===== config.mk =====
export PLATFORM = sky130hd
export DESIGN_NAME = bool_top
export DESIGN_NICKNAME = d
export VERILOG_FILES = /design/src/design/cpu_pkg.sv /design/src/design/board_pkg.sv /design/src/design/credit_fifo.sv /design/src/design/instr_decode.sv /design/src/design/alu_execute.sv /design/src/design/port_result.sv /design/src/design/seg7_scan.sv /design/src/design/bool_top.sv
export SDC_FILE = /design/constraint.sdc
export NUM_CORES = 1
export LEC_CHECK = 0
export BUFFER_PORTS_ARGS = -buffer_cell sky130_fd_sc_hd__buf_2
export CAP_MARGIN = 15
export CELL_PAD_IN_SITES_DETAIL_PLACEMENT = 0
export CELL_PAD_IN_SITES_GLOBAL_PLACEMENT = 1
export CORE_AREA = 8 8 258 260
export DETAILED_ROUTE_END_ITERATION = 16
export DIE_AREA = 0 0 266 268
export GPL_TIMING_DRIVEN = 0
export PLACE_DENSITY = 0.56
export SETUP_SLACK_MARGIN = 0.1
export SKIP_LAST_GASP = 1
export SLEW_MARGIN = 15
export SYNTH_ARGS = -nofsm -noshare
export SYNTH_HDL_FRONTEND = slang
export SYNTH_HIERARCHICAL = 1
export SYNTH_SLANG_ARGS = --single-unit
export TNS_END_PERCENT = 30

===== constraint.sdc =====
create_clock -name selected_clk -period 10.17 [get_ports selected_clk]
set_clock_uncertainty 0.15 [all_clocks]
set_input_delay 1.5255 -clock selected_clk [delete_from_list [all_inputs] [get_ports selected_clk]]
set_output_delay 1.5255 -clock selected_clk [all_outputs]
set_load 0.005 [all_outputs]

===== src/design/cpu_pkg.sv =====
package cpu_pkg;

   localparam int DATA_W           = 16;
   localparam int NUM_REGS         = 4;
   localparam int NUM_PORTS        = 4;
   localparam int INSTR_FIFO_DEPTH = 4;   // Host starts with this many credits.
   localparam int PORT_FIFO_DEPTH  = 4;   // Execute starts with this many credits.

   // Opcodes; 9 to 15 decode as NOP.
   localparam logic [3:0] OP_NOP = 4'd0;
   localparam logic [3:0] OP_LDI = 4'd1;
   localparam logic [3:0] OP_ADD = 4'd2;
   localparam logic [3:0] OP_SUB = 4'd3;
   localparam logic [3:0] OP_AND = 4'd4;
   localparam logic [3:0] OP_OR  = 4'd5;
   localparam logic [3:0] OP_XOR = 4'd6;
   localparam logic [3:0] OP_SHL = 4'd7;
   localparam logic [3:0] OP_OUT = 4'd8;

   typedef struct packed {
      logic [3:0]                    op;
      logic [$clog2(NUM_REGS)-1:0]   rd;
      logic [$clog2(NUM_REGS)-1:0]   rs;
      logic [7:0]                    imm;
   } instr_t;

   // One port write on its way to the host.
   typedef struct packed {
      logic [$clog2(NUM_PORTS)-1:0]  port;
      logic [DATA_W-1:0]             data;
   } port_rec_t;

endpackage


===== src/design/board_pkg.sv =====
package board_pkg;

   localparam int DIGITS   = 4;
   localparam int SCAN_DIV = 8;   // Cycles per lit digit.

   // Bit 0 is segment a, bit 6 is segment g, lit is 1.
   localparam logic [6:0] SEG_TABLE [16] = '{
      7'h3F,   // 0
      7'h06,
      7'h5B,
      7'h4F,
      7'h66,
      7'h6D,
      7'h7D,
      7'h07,
      7'h7F,
      7'h6F,
      7'h77,   // A
      7'h7C,
      7'h39,
      7'h5E,
      7'h79,
      7'h71    // F
   };

endpackage


===== src/design/credit_fifo.sv =====
`timescale 1ns/1ns

module credit_fifo #(
   parameter type payload_t = logic [7:0],
   parameter int  DEPTH     = 4
) (
   input  logic     selected_clk,
   input  logic     res,
   input  logic     push,
   input  payload_t push_data,
   input  logic     pop,
   output payload_t head,
   output logic     not_empty,
   output logic     popped
);

   localparam int PTR_W = (DEPTH > 1) ? $clog2(DEPTH) : 1;
   localparam int CNT_W = $clog2(DEPTH + 1);

   payload_t         mem [DEPTH];
   logic [PTR_W-1:0] wr_ptr;
   logic [PTR_W-1:0] rd_ptr;
   logic [CNT_W-1:0] count;
   logic             do_pop;

   assign not_empty = count != '0;
   assign do_pop    = pop && not_empty;
   assign head      = mem[rd_ptr];   // Storage is flops, head is a register output.

   always_ff @(posedge selected_clk)
      if (push)
         mem[wr_ptr] <= push_data;

   always_ff @(posedge selected_clk or posedge res)
      if (res)
      begin
         wr_ptr <= '0;
         rd_ptr <= '0;
         count  <= '0;
         popped <= 1'b0;
      end
      else
      begin
         if (push)
            wr_ptr <= (wr_ptr == PTR_W'(DEPTH - 1)) ? '0 : wr_ptr + 1'b1;
         if (do_pop)
            rd_ptr <= (rd_ptr == PTR_W'(DEPTH - 1)) ? '0 : rd_ptr + 1'b1;
         count  <= count + CNT_W'(push) - CNT_W'(do_pop);
         popped <= do_pop;   // One credit back per pop.
      end

   // Sender must respect its credits.
   a_no_overflow: assert property (@(posedge selected_clk) disable iff (res)
      push |-> count != CNT_W'(DEPTH))
      else $error("credit_fifo: push while full");

   a_no_underflow: assert property (@(posedge selected_clk) disable iff (res)
      pop |-> not_empty)
      else $error("credit_fifo: pop while empty");

endmodule


===== src/design/instr_decode.sv =====
`timescale 1ns/1ns

module instr_decode (
   input  logic                                 selected_clk,
   input  logic                                 res,
   input  logic                                 instr_valid,
   input  cpu_pkg::instr_t                      instr,
   output logic                                 instr_credit,
   input  logic                                 exec_hold,
   output logic                                 dec_valid,
   output logic [3:0]                           dec_op,
   output logic [$clog2(cpu_pkg::NUM_REGS)-1:0] dec_rd,
   output logic [$clog2(cpu_pkg::NUM_REGS)-1:0] dec_rs,
   output logic [7:0]                           dec_imm
);

   import cpu_pkg::*;

   instr_t fifo_head;
   logic   fifo_ne;
   logic   fifo_pop;
   logic   slot_free;

   // Slot refills when empty or when its op moves on this cycle.
   assign slot_free = !dec_valid || !exec_hold;
   assign fifo_pop  = fifo_ne && slot_free;

   credit_fifo #(
      .payload_t (instr_t),
      .DEPTH     (INSTR_FIFO_DEPTH)
   ) instr_fifo (
      .selected_clk (selected_clk),
      .res          (res),
      .push         (instr_valid),
      .push_data    (instr),
      .pop          (fifo_pop),
      .head         (fifo_head),
      .not_empty    (fifo_ne),
      .popped       (instr_credit)
   );

   always_ff @(posedge selected_clk or posedge res)
      if (res)
         dec_valid <= 1'b0;
      else if (slot_free)
         dec_valid <= fifo_ne;

   always_ff @(posedge selected_clk)
      if (fifo_pop)
      begin
         // Unused codes go down as NOP.
         dec_op  <= (fifo_head.op > OP_OUT) ? OP_NOP : fifo_head.op;
         dec_rd  <= fifo_head.rd;
         dec_rs  <= fifo_head.rs;
         dec_imm <= fifo_head.imm;
      end

endmodule


===== src/design/alu_execute.sv =====
`timescale 1ns/1ns

module alu_execute (
   input  logic                                 selected_clk,
   input  logic                                 res,
   input  logic                                 dec_valid,
   input  logic [3:0]                           dec_op,
   input  logic [$clog2(cpu_pkg::NUM_REGS)-1:0] dec_rd,
   input  logic [$clog2(cpu_pkg::NUM_REGS)-1:0] dec_rs,
   input  logic [7:0]                           dec_imm,
   output logic                                 exec_hold,
   output logic                                 wr_valid,
   output cpu_pkg::port_rec_t                   wr_rec,
   input  logic                                 wr_credit
);

   import cpu_pkg::*;

   localparam int CRED_W = $clog2(PORT_FIFO_DEPTH + 1);

   logic [DATA_W-1:0] regs [NUM_REGS];
   logic [DATA_W-1:0] op_a;
   logic [DATA_W-1:0] op_b;
   logic [DATA_W-1:0] result;
   logic [CRED_W-1:0] credits;
   logic              is_out;
   logic              fire;
   logic              writes_rd;

   assign is_out    = dec_op == OP_OUT;
   assign exec_hold = dec_valid && is_out && credits == '0;   // OUT waits for room.
   assign fire      = dec_valid && !exec_hold;
   assign writes_rd = dec_op inside {[OP_LDI:OP_SHL]};

   assign op_a = regs[dec_rd];
   assign op_b = regs[dec_rs];

   always_comb
      case (dec_op)
         OP_LDI:  result = {{(DATA_W - 8){1'b0}}, dec_imm};
         OP_ADD:  result = op_a + op_b;
         OP_SUB:  result = op_a - op_b;
         OP_AND:  result = op_a & op_b;
         OP_OR:   result = op_a | op_b;
         OP_XOR:  result = op_a ^ op_b;
         OP_SHL:  result = {op_a[DATA_W-2:0], 1'b0};
         default: result = op_a;
      endcase

   always_ff @(posedge selected_clk or posedge res)
      if (res)
      begin
         for (int i = 0; i < NUM_REGS; i++)
            regs[i] <= '0;
      end
      else if (fire && writes_rd)
         regs[dec_rd] <= result;

   // Credit is taken when the OUT issues, not when the record lands.
   always_ff @(posedge selected_clk or posedge res)
      if (res)
      begin
         credits  <= CRED_W'(PORT_FIFO_DEPTH);
         wr_valid <= 1'b0;
      end
      else
      begin
         credits  <= credits + CRED_W'(wr_credit) - CRED_W'(fire && is_out);
         wr_valid <= fire && is_out;
      end

   always_ff @(posedge selected_clk)
      if (fire && is_out)
      begin
         wr_rec.port <= dec_imm[$clog2(NUM_PORTS)-1:0];
         wr_rec.data <= op_a;
      end

   a_wr_has_credit: assert property (@(posedge selected_clk) disable iff (res)
      wr_valid |-> $past(credits) != '0)
      else $error("alu_execute: port write without credit");

   // Result must never hand back more than its buffer holds.
   a_credit_bound: assert property (@(posedge selected_clk) disable iff (res)
      credits <= CRED_W'(PORT_FIFO_DEPTH))
      else $error("alu_execute: credit count above buffer depth");

endmodule


===== src/design/port_result.sv =====
`timescale 1ns/1ns

module port_result (
   input  logic                                  selected_clk,
   input  logic                                  res,
   input  logic                                  wr_valid,
   input  cpu_pkg::port_rec_t                    wr_rec,
   output logic                                  wr_credit,
   input  logic                                  port_credit,
   output logic                                  port_valid,
   output logic [$clog2(cpu_pkg::NUM_PORTS)-1:0] port_index,
   output logic [cpu_pkg::DATA_W-1:0]            port_data,
   input  logic [$clog2(cpu_pkg::NUM_PORTS)-1:0] display_sel,
   output logic [cpu_pkg::DATA_W-1:0]            display_data
);

   import cpu_pkg::*;

   logic [DATA_W-1:0] ports [NUM_PORTS];
   logic [DATA_W-1:0] host_credits;   // Granted minus used.
   port_rec_t         fifo_head;
   logic              fifo_ne;
   logic              fifo_pop;

   assign fifo_pop     = fifo_ne && host_credits != '0;
   assign display_data = ports[display_sel];

   credit_fifo #(
      .payload_t (port_rec_t),
      .DEPTH     (PORT_FIFO_DEPTH)
   ) port_fifo (
      .selected_clk (selected_clk),
      .res          (res),
      .push         (wr_valid),
      .push_data    (wr_rec),
      .pop          (fifo_pop),
      .head         (fifo_head),
      .not_empty    (fifo_ne),
      .popped       (wr_credit)
   );

   // Display side sees the value as soon as the record arrives.
   always_ff @(posedge selected_clk or posedge res)
      if (res)
      begin
         for (int i = 0; i < NUM_PORTS; i++)
            ports[i] <= '0;
      end
      else if (wr_valid)
         ports[wr_rec.port] <= wr_rec.data;

   always_ff @(posedge selected_clk or posedge res)
      if (res)
      begin
         host_credits <= '0;
         port_valid   <= 1'b0;
      end
      else
      begin
         host_credits <= host_credits + DATA_W'(port_credit) - DATA_W'(fifo_pop);
         port_valid   <= fifo_pop;
      end

   always_ff @(posedge selected_clk)
      if (fifo_pop)
      begin
         port_index <= fifo_head.port;
         port_data  <= fifo_head.data;
      end

endmodule


===== src/design/seg7_scan.sv =====
`timescale 1ns/1ns

module seg7_scan (
   input  logic                            selected_clk,
   input  logic                            res,
   input  logic [4*board_pkg::DIGITS-1:0]  display_data,
   output logic [6:0]                      seg,
   output logic [board_pkg::DIGITS-1:0]    an
);

   import board_pkg::*;

   localparam int DIV_W = (SCAN_DIV > 1) ? $clog2(SCAN_DIV) : 1;
   localparam int DIG_W = (DIGITS > 1) ? $clog2(DIGITS) : 1;

   logic [DIV_W-1:0] div_cnt;
   logic [DIG_W-1:0] digit;
   logic [3:0]       nibble;
   logic             digit_end;

   assign digit_end = div_cnt == DIV_W'(SCAN_DIV - 1);
   assign nibble    = display_data[4*digit +: 4];

   always_ff @(posedge selected_clk or posedge res)
      if (res)
      begin
         div_cnt <= '0;
         digit   <= '0;
      end
      else
      begin
         div_cnt <= digit_end ? '0 : div_cnt + 1'b1;
         if (digit_end)
            digit <= (digit == DIG_W'(DIGITS - 1)) ? '0 : digit + 1'b1;
      end

   // Outputs trail the counters by one cycle, dark right after reset.
   always_ff @(posedge selected_clk or posedge res)
      if (res)
      begin
         an  <= '0;
         seg <= '0;
      end
      else
      begin
         an  <= DIGITS'(1) << digit;
         seg <= SEG_TABLE[nibble];
      end

endmodule


===== src/design/bool_top.sv =====
`timescale 1ns/1ns

module bool_top (
   input  logic                                  selected_clk,
   input  logic                                  res,
   input  logic                                  instr_valid,
   input  cpu_pkg::instr_t                       instr,
   output logic                                  instr_credit,
   output logic                                  port_valid,
   output logic [$clog2(cpu_pkg::NUM_PORTS)-1:0] port_index,
   output logic [cpu_pkg::DATA_W-1:0]            port_data,
   input  logic                                  port_credit,
   input  logic [$clog2(cpu_pkg::NUM_PORTS)-1:0] display_sel,
   output logic [6:0]                            seg,
   output logic [board_pkg::DIGITS-1:0]          an
);

   import cpu_pkg::*;

   logic                        dec_valid;
   logic [3:0]                  dec_op;
   logic [$clog2(NUM_REGS)-1:0] dec_rd;
   logic [$clog2(NUM_REGS)-1:0] dec_rs;
   logic [7:0]                  dec_imm;
   logic                        exec_hold;
   logic                        wr_valid;
   port_rec_t                   wr_rec;
   logic                        wr_credit;
   logic [DATA_W-1:0]           display_data;

   instr_decode decode (
      .selected_clk (selected_clk),
      .res          (res),
      .instr_valid  (instr_valid),
      .instr        (instr),
      .instr_credit (instr_credit),
      .exec_hold    (exec_hold),
      .dec_valid    (dec_valid),
      .dec_op       (dec_op),
      .dec_rd       (dec_rd),
      .dec_rs       (dec_rs),
      .dec_imm      (dec_imm)
   );

   alu_execute execute (
      .selected_clk (selected_clk),
      .res          (res),
      .dec_valid    (dec_valid),
      .dec_op       (dec_op),
      .dec_rd       (dec_rd),
      .dec_rs       (dec_rs),
      .dec_imm      (dec_imm),
      .exec_hold    (exec_hold),
      .wr_valid     (wr_valid),
      .wr_rec       (wr_rec),
      .wr_credit    (wr_credit)
   );

   port_result result (
      .selected_clk (selected_clk),
      .res          (res),
      .wr_valid     (wr_valid),
      .wr_rec       (wr_rec),
      .wr_credit    (wr_credit),
      .port_credit  (port_credit),
      .port_valid   (port_valid),
      .port_index   (port_index),
      .port_data    (port_data),
      .display_sel  (display_sel),
      .display_data (display_data)
   );

   seg7_scan seg7drv (
      .selected_clk (selected_clk),
      .res          (res),
      .display_data (display_data),
      .seg          (seg),
      .an           (an)
   );

endmodule


After elaboration in Yosys (flattened, before gate mapping):

Memory sizes are Yosys's and may differ from the RTL's. A register that Yosys moved wholly into a read port is not among the register bits.
Cells that the tools add are included.

* add/subtract/negate cells: 16
* multiply operators: 0
* div/mod/pow operators: 0
* magnitude comparators: 9
* equality and inequality tests: 14
* shift-type cells: 2
* muxes and demuxes: 26
* bitwise logic cells: 8
* reductions and logical operators: 19

Operators with widths (count)
* $bwmux 64: 2
* $mux 16: 8
* $pmux 16 s7: 1
* $bmux 16 s2: 3
* $demux 16 s2: 2
* $add 16x1->16: 1
* $add 16x16->16: 1
* $and 16x16->16: 1
* $eq 4x3->1 const B: 4
* $or 16x16->16: 1
* $reduce_bool 16->1: 1
* $shiftx 16x5->4: 1
* $sub 16x1->16: 1
* $sub 16x16->16: 1
* $xor 16x16->16: 1
* $ge 3x3->1 const B: 4
* $logic_and 1x1->1: 12
* $not 2->3: 4
* $add 2x1->2 const B: 5
* $eq 2x2->1 const B: 5
* $mux 2: 5
* $add 3x1->3: 3
* $sub 3x1->3: 3
* $eq 4x2->1 const B: 2
* other kinds (16): 22

* register bits after elaboration: 209
* bits in latches: 0
* RAM bits: 136
* ROM bits: 112
* memories kept: 3

Memories
* (no name shown): depth 16, bits a word 7, read ports 1, clocked after Yosys merged registers in 1, write ports 0, line seg7_scan.sv:47 `seg <= SEG_TABLE[nibble];`
* result.port_fifo.mem: depth 4, bits a word 18, read ports 1, clocked after Yosys merged registers in 1, write ports 1, line credit_fifo.sv:20 `payload_t mem [DEPTH];`
* decode.instr_fifo.mem: depth 4, bits a word 16, read ports 1, clocked after Yosys merged registers in 0, write ports 1, line credit_fifo.sv:20

Longest topological paths before layout:

Gate-level depths: netlist of run 1.

* word-level depth: 8
* depth in mapped cells: 18
* depth with buffers taken out: 15

Hierarchy:

Netlist of run 1, hierarchy kept.

Modules (own cells, without submodules)
* alu_execute: instances 1, cells an instance 595, area each 6353.6 um^2
* port_result: instances 1, cells an instance 329, area each 4748.3 um^2
* credit_fifo at result.port_fifo: instances 1, cells an instance 133, area each 3059.2 um^2
* credit_fifo at decode.instr_fifo: instances 1, cells an instance 123, area each 2796.4 um^2
* seg7_scan: instances 1, cells an instance 86, area each 996.0 um^2
* instr_decode: instances 1, cells an instance 24, area each 558.0 um^2

Worst setup path after synthesis of run 1:

Ideal clock, no wire load.

* path type: flip-flop to flip-flop
* start point: reg decode/dec_rs[0] (netlist name)
* end point: reg execute/regs[15] (netlist name)
* data arrival time: 3.916 ns
* data required time: 9.892 ns
* path slack: 5.976 ns
* stages on the path, launching flop included: 16
* clock period less this slack: 4.194 ns
* path through: edfxtp_1 > clkbuf_1 > buf_1 > mux4_2 > or4_4 > or2_4 > o21ai_0 > xnor2_1 > ha_1 > nand2_1 > nor3_1 > a211o_1 > a221o_1 > a21oi_1 > o31ai_2 > mux2_1

* cells in the longest elaborated chain, start to end: 7

Ends and longest elaborated chain
* start, declared: line instr_decode.sv:13 `output logic [$clog2(cpu_pkg::NUM_REGS)-1:0] dec_rs,`
* start signal, assigned: line instr_decode.sv:54 `dec_rs <= fifo_head.rs;`
* $not 2->3 (not written as such) (*): line alu_execute.sv:36 `assign op_b = regs[dec_rs];`
* $bmux 16 s2 (*): line alu_execute.sv:36
* $mux 16 (not written as such) (*) (2 in series): line alu_execute.sv:36
* $sub 16x16->16 (tied with other cells): line alu_execute.sv:42 `OP_SUB: result = op_a - op_b;`
* $pmux 16 s7 (*): line alu_execute.sv:39 `case (dec_op)`
* $bwmux 64 (*): line alu_execute.sv:57 `regs[dec_rd] <= result;`
* end signal, assigned by index: line alu_execute.sv:57
* end, declared: line alu_execute.sv:21 `logic [DATA_W-1:0] regs [NUM_REGS];`

Mark *: on every way between the ends. The rest lies on a longest branch, timed or not. The select of a mux whose other input is x is not followed.
A chain may end at the register's enable or synchronous reset.

Worst setup path after layout of run 1:

* start point: reg decode.dec_op[1]
* end point: reg execute/regs[31] (netlist name)

* cells in the longest elaborated chain, start to end: 6

Ends and longest elaborated chain
* start, declared: line instr_decode.sv:11 `output logic [3:0] dec_op,`
* start signal, assigned: line instr_decode.sv:52 `dec_op <= (fifo_head.op > OP_OUT) ? OP_NOP : fifo_head.op;`
* parallel branches: the longest is 6 deep, another holds $bwmux 64

Parallel ways; which one is timed is not known.

==> impl_metrics.ini, run 1 <==
[outcome]
status = finished, final reports clean

[hold_path]
hold_path_depth = 1
hold_class = flip-flop to flip-flop

[clock_tree]
h-tree-depth = 2
cts_setup_buffers = 0
cts.root.buffer_cell = clkbuf_16
tritoncts = built
clkLatencyLatePin_ns = 0.59
cts_sinks = 370
numCtsBuffers = 43
cts.clk_slew.worst_paths_ns = 0.06
clock_path_buffers = 3
hold_buffers = 0
cts-resized-gates = 0

[timing]
finalHoldViolations = 0
finalSetupTns_ns = 0
period_needed_ns = 5.75
finalSetupViolations = 0
max_freq_mhz = 174
maxSlewHeadroom_pct = 26.2
worst_pin_slew_ns = 1.11
holdWs_ns = 0.277
report.final.slew_viol_count = 0
rsz0062_at_grt = false
post-route-period-util_pct = 56.5

[layout]
layout_commonest_cell = edfxtp_1
postLayoutCoreUtil_pct = 34.2
n_antenna_cell = 0
areaGrowthSynthToFinish_pct = 15.3
drive_above_1_share_pct = 24.9
design_area_um2 = 21400
final_cell_mix = 188 x edfxtp_1, 181 x dfrtp_1, 118 x mux2_2
fin_nets = 1519

[yosys]
synth-simple-area-share_pct = 5.95
async_flop_share_pct = 49.2
synth_top_family_by_area = multiplexers
yosysSeqAreaShare_pct = 55.1
synth_top_area_share_pct = 30.5
synth-xor-area-share_pct = 1.99
syn_avg_cell_area_um2 = 14.4
synth-warning-count = 6
synthAdderAreaFrac_pct = 7.30
yosys.cell_types.count = 89
synth.area.mux_share_pct = 19.1
synth_edf_count = 188
synthTopCellsByArea = edfxtp_1 30%, dfrtp_1 24%, mux4_2 8.0%
synth_compound_area_share_pct = 6.89
syn_inst = 1290
synth_area_leader_cell = edfxtp_1
synth_fp_nets = 1417
synth-main-ff-cell = edfxtp_1
ys_ff_latch = 370
syn_area_um2 = 18500

[die]
initial_core_util_pct = 29.7
dieArea_um2 = 71300
io_pins = 53
dieWidth_um = 266
row_count = 92
die_h_um = 268
core_area_um2 = 62400

[power_and_ir_drop]
power_density_nw_per_um2 = 346
p_total_mw = 7.39
p_leak_nw = 8.57
vdd_ir_drop_max_v = 0.000184

[routing]
wire_per_inst_um = 19.1
dr_total_vias = 10800
via_per_inst = 4.74
wl_um = 43300
drc = 0
final_antenna_net_count = 0
drt_iter0_markers = 566
dr.pass1.iters = 4

[setup_path]
critPathKind = flip-flop to flip-flop
path_cells = clkbuf_1, inv_1, or3_1, clkbuf_1, buf_2, nor2_1, mux2i_1, ha_1, nor2b_1, o31ai_1, a21oi_1, a211o_1, a221o_1, and3_1, o31ai_2, mux2_2
path_buf_inv = 4
ff2ff_setup_slack_ns = 4.42
cpLargestDelayFamily = compound AO/OA/AOI/OAI gates
cp_max_fo = 10
arrival_ns = 6.09
startpoint_type = flip-flop
crit_top_cell = clkbuf_1
slowest_delay_ns = 0.51
endpoint = execute/regs[31]
path_depth = 16
r2r_cells = 16
critPathSlowestCell = nor2_1
required_ns = 10.51
end_kind = flip-flop
r2r-start = decode/dec_op[1]
r2r-end = execute/regs[31]
crit_start = decode/dec_op[1]

[grt]
antenna_found_initial = 0
track_usage_pct = 12.3
grt_pass1_wl_um = 68800
grt_pass1_vias = 11500
grt_max_degree = 60
grt_overflow = 0

[placement]
placed_cell_area_um2 = 19900
place.gp.congestion = 0.824
io_buffers = 50
dp_hpwl_um = 30800

[run]
drv_cap = 0
-- metal layers --
layer / GRT usage (%) / share of wire, %
met3: 2.31 / 3.7
met1: 16.3 / 47
met4: 3.21 / 2.1
met5: 0 / 0
met2: 20.7 / 48
-- kinds of logic after synthesis --
logic type / Yosys count
multiplexers: 222
XOR/XNOR: 42
buffers and inverters: 153
adder cells (fa/ha/maj): 105
AO/OA/AOI/OAI: 184
AND/OR/NAND/NOR: 214
flip-flops: 370
-- how the worst min path moves through the flow --
stage / startpoint / to / slack (ns)
finish: seg7drv/div_cnt[0] / seg7drv/div_cnt[0] / 0.28
global placement: seg7drv/div_cnt[0] / seg7drv/div_cnt[0] / 0.27
floorplan: seg7drv/div_cnt[0] / seg7drv/div_cnt[0] / 0.25
CTS: seg7drv/div_cnt[0] / seg7drv/div_cnt[0] / 0.28
global route: seg7drv/div_cnt[0] / seg7drv/div_cnt[0] / 0.31
detailed placement: seg7drv/div_cnt[0] / seg7drv/div_cnt[0] / 0.28
-- cell type report --
class | count | area, µm²
multi-input cells | 767 | 7660
inverters | 100 | 380
clock inverters | 30 | 312
clock buffers | 49 | 1100
fillers | 6123 | 41000
repair buffers | 57 | 347
well taps | 846 | 1060
plain buffers | 53 | 297
flip-flops and latches | 370 | 10200
-- cell usage after synthesis (7+ instances only) --
| cell | number |
|---|---|
| buf_2 | 11 |
| clkbuf_1 | 28 |
| nor3_1 | 13 |
| xor2_1 | 8 |
| nand3_1 | 9 |
| mux4_2 | 66 |
| nor3b_1 | 9 |
| nor2_1 | 55 |
| o22ai_1 | 9 |
| and2_1 | 10 |
| a21oi_1 | 41 |
| a211oi_1 | 9 |
| dfrtp_1 | 181 |
| nand2_1 | 54 |
| nor2b_1 | 20 |
| mux4_1 | 21 |
| a31oi_1 | 15 |
| o21ai_0 | 39 |
| a21o_1 | 8 |
| buf_6 | 7 |
| ha_1 | 100 |
| mux2i_1 | 13 |
| inv_1 | 100 |
| xnor2_1 | 34 |
| mux2_2 | 118 |
| edfxtp_1 | 188 |
| nand2b_1 | 8 |
-- state kept, by name, summed over array words and instances, names as in the netlist, 4 cells and up --
register,count
seg7drv/seg,7
decode/dec_imm,8
decode/dec_op,4
execute/regs,64
execute/wr_rec,18
result/host_credits,16
decode/instr_fifo/mem,64
seg7drv/an,4
result/port_fifo/mem,72
result/port_data,16
result/ports,64
-- per-stage QoR --
stage | setup slack [ns] | instances
after floorplan | 5.98 | 1290
after global placement | 4.03 | 2186
after detailed placement | 4.34 | 2193
after CTS | 4.32 | 2272
after global routing | 4.03 | 2272
final | 4.42 | 2272
-- power breakdown --
group / internal [mW] / switching (mW) / total (mW)
logic: 1.58 / 2.25 / 3.83
clock network: 0.887 / 0.633 / 1.52
registers: 1.89 / 0.153 / 2.04
total: 4.36 / 3.03 / 7.39
Note: power is estimated with default switching activity, not from simulation.
==> inputs of run 2 (changes only) <==
--- a/config.mk
+++ b/config.mk
@@ -13,7 +13,7 @@
 export DETAILED_ROUTE_END_ITERATION = 16
 export DIE_AREA = 0 0 266 268
 export GPL_TIMING_DRIVEN = 0
-export PLACE_DENSITY = 0.56
+export PLACE_DENSITY = 0.58
 export SETUP_SLACK_MARGIN = 0.1
 export SKIP_LAST_GASP = 1
 export SLEW_MARGIN = 15
==> constraint.sdc (replaced) <==
create_clock -name selected_clk -period 5.05 [get_ports selected_clk]
set_clock_uncertainty 0.15 [all_clocks]
set_input_delay 0.7575 -clock selected_clk [delete_from_list [all_inputs] [get_ports selected_clk]]
set_output_delay 0.7575 -clock selected_clk [all_outputs]
set_load 0.005 [all_outputs]
==> run 2 against run 1 <==
Net effect:
- cell area is 0.60% higher
- worst hold slack worse by 0.24 ns
- non-clock buffer count is 4 higher
- critical path depth is 1 lower
- count of clock-buffer cells in the layout is 9 higher
- sequential power is 100% higher
- worst setup slack worse by 4.1 ns
- cell count is 0.31% higher
- register-to-register slack worse by 4.1 ns
- sequential share of layout area is 0.28 points lower
- first-iteration DRC count is 4.6% lower
- largest cell class unchanged
==> impl_metrics.ini, run 2 (synthesized netlist as in run 1, its figures left out) <==
[layout]
regMostFlops = result/port_fifo/mem
fin_nets = 1524
layout_commonest_cell = edfxtp_1
largest_reg_flops = 72
stdcell_count = 2279
areaGrowthSynthToFinish_pct = 16.0
n_antenna_cell = 0
final_cell_mix = 188 x edfxtp_1, 181 x dfrtp_1, 118 x mux2_2
drive_above_1_share_pct = 26.4

[clock_tree]
clkLatencyLatePin_ns = 0.58
cts_sinks = 370
h-tree-depth = 2
cts.clk_slew.worst_paths_ns = 0.06
tritoncts = built
clock_path_buffers = 3
cts.root.buffer_cell = clkbuf_16
numCtsBuffers = 44

[die]
dieArea_um2 = 71300
initial_core_util_pct = 29.7
die_h_um = 268
core_area_um2 = 62400
row_count = 92
io_pins = 53
dieWidth_um = 266

[timing]
rsz0062_at_grt = true
finalHoldViolations = 0
finalSetupTns_ns = 0
worst_pin_slew_ns = 1.06
finalSetupViolations = 0
post-route-period-util_pct = 92.8
max_freq_mhz = 213
holdWs_ns = 0.0351
maxSlewHeadroom_pct = 29.3
period_needed_ns = 4.69
report.final.slew_viol_count = 0

[routing]
drc = 0
dr.pass1.iters = 5
dr_total_vias = 10900
wl_um = 43200
wire_per_inst_um = 18.9
drt_iter0_markers = 540
final_antenna_net_count = 0
via_per_inst = 4.79

[power_and_ir_drop]
power_density_nw_per_um2 = 704
vdd_ir_drop_max_v = 0.000293
p_leak_nw = 8.62

[setup_path]
required_ns = 5.33
slowest_delay_ns = 0.63
path_depth = 15
startpoint_type = flip-flop
arrival_ns = 4.96
critPathSlowestCell = a2111oi_1
r2r-start = decode/dec_op[1]
r2r-end = execute/regs[42]
crit_top_cell = buf_2
path_buf_inv = 4
path_cells = buf_2, clkinvlp_4, or3_1, clkbuf_1, buf_2, nor2_4, mux2i_2, fa_1, a21o_1, a21oi_1, o21bai_2, a2111oi_1, or4_1, nand3_1, mux2_2
end_kind = flip-flop
cpLargestDelayFamily = compound AO/OA/AOI/OAI gates
cp_max_fo = 10
r2r_cells = 15
critPathKind = flip-flop to flip-flop
ff2ff_setup_slack_ns = 0.36

[hold_path]
hold_class = input pin to async pin

[run]
drv_cap = 0

[placement]
dpl.cell_count = 2192
place.gp.congestion = 0.815
io_buffers = 50
dp_hpwl_um = 30800

[outcome]
status = finished, final reports clean

[grt]
track_usage_pct = 12.1
grt_overflow = 0
grt_pass1_vias = 11400
grt_max_degree = 46
grt_pass1_wl_um = 68000
antenna_found_initial = 0
==> run 2: cell types whose count changed in the layout (fill, tap and decap cells not counted), moves of 3 or more <==
cell and delta:
buf_4 +5, clkbuf_2 +4, clkbuf_8 +3, clkinv_1 -3, clkinv_2 -4
==> run 2: worst max-delay path by stage <==
stage                           from               end  slack, ns
floorplan           decode/dec_rs[0]  execute/regs[15]       0.86
global placement    decode/dec_op[1]  execute/regs[14]      -1.02
detailed placement  decode/dec_op[1]  execute/regs[46]      -0.71
CTS                 decode/dec_op[1]  execute/regs[15]       0.11
global route        decode/dec_op[1]  execute/regs[42]       0.09
finish              decode/dec_op[1]  execute/regs[42]       0.36
==> run 2: through the flow <==
stage / utilization (%) / worst slack, ns / power [mW] / area, µm²
after floorplan: - / 0.856 / 9.75 / 18500
after global placement: 31.8 / -1.02 / 11.7 / 19800
after detailed placement: 32.0 / -0.714 / 11.9 / 19900
after CTS: 34.3 / 0.114 / 15.1 / 21400
after global routing: 34.4 / 0.0861 / 16.3 / 21500
final: 34.4 / 0.362 / 15.1 / 21500
==> run 2: what timing repair did <==
action	4_1_cts	5_1_grt
hold buffers	0	0
pin swaps	0	3
buffers inserted	1	5
endpoints found under the setup margin	38	28
gates cloned	0	0
resized for setup	13	14
==> run 2: area by class of cell <==
cell class	count	area [µm²]
buffer	52	308
clock buffer	58	1180
clock inverter	24	236
fill	6099	40900
inverter	100	384
multi-input combinational	767	7720
sequential	370	10200
tap	846	1060
timing repair buffer	62	392
==> run 2: where the power goes <==
group	switching, mW	total [mW]	internal [mW]	leakage [nW]
logic	4.64	7.93	3.29	3.90
clock network	1.27	3.05	1.78	0.692
registers	0.321	4.13	3.81	4.04
total	6.23	15.1	8.88	8.62
==> run 2: layer usage <==
layer  wire, µm  track usage (%)  share of wire, %
met2      20500             20.2                47
met4        794             3.02               1.8
met5          0                0                 0
met3       1650             2.01               3.8
met1      20300             16.4                47
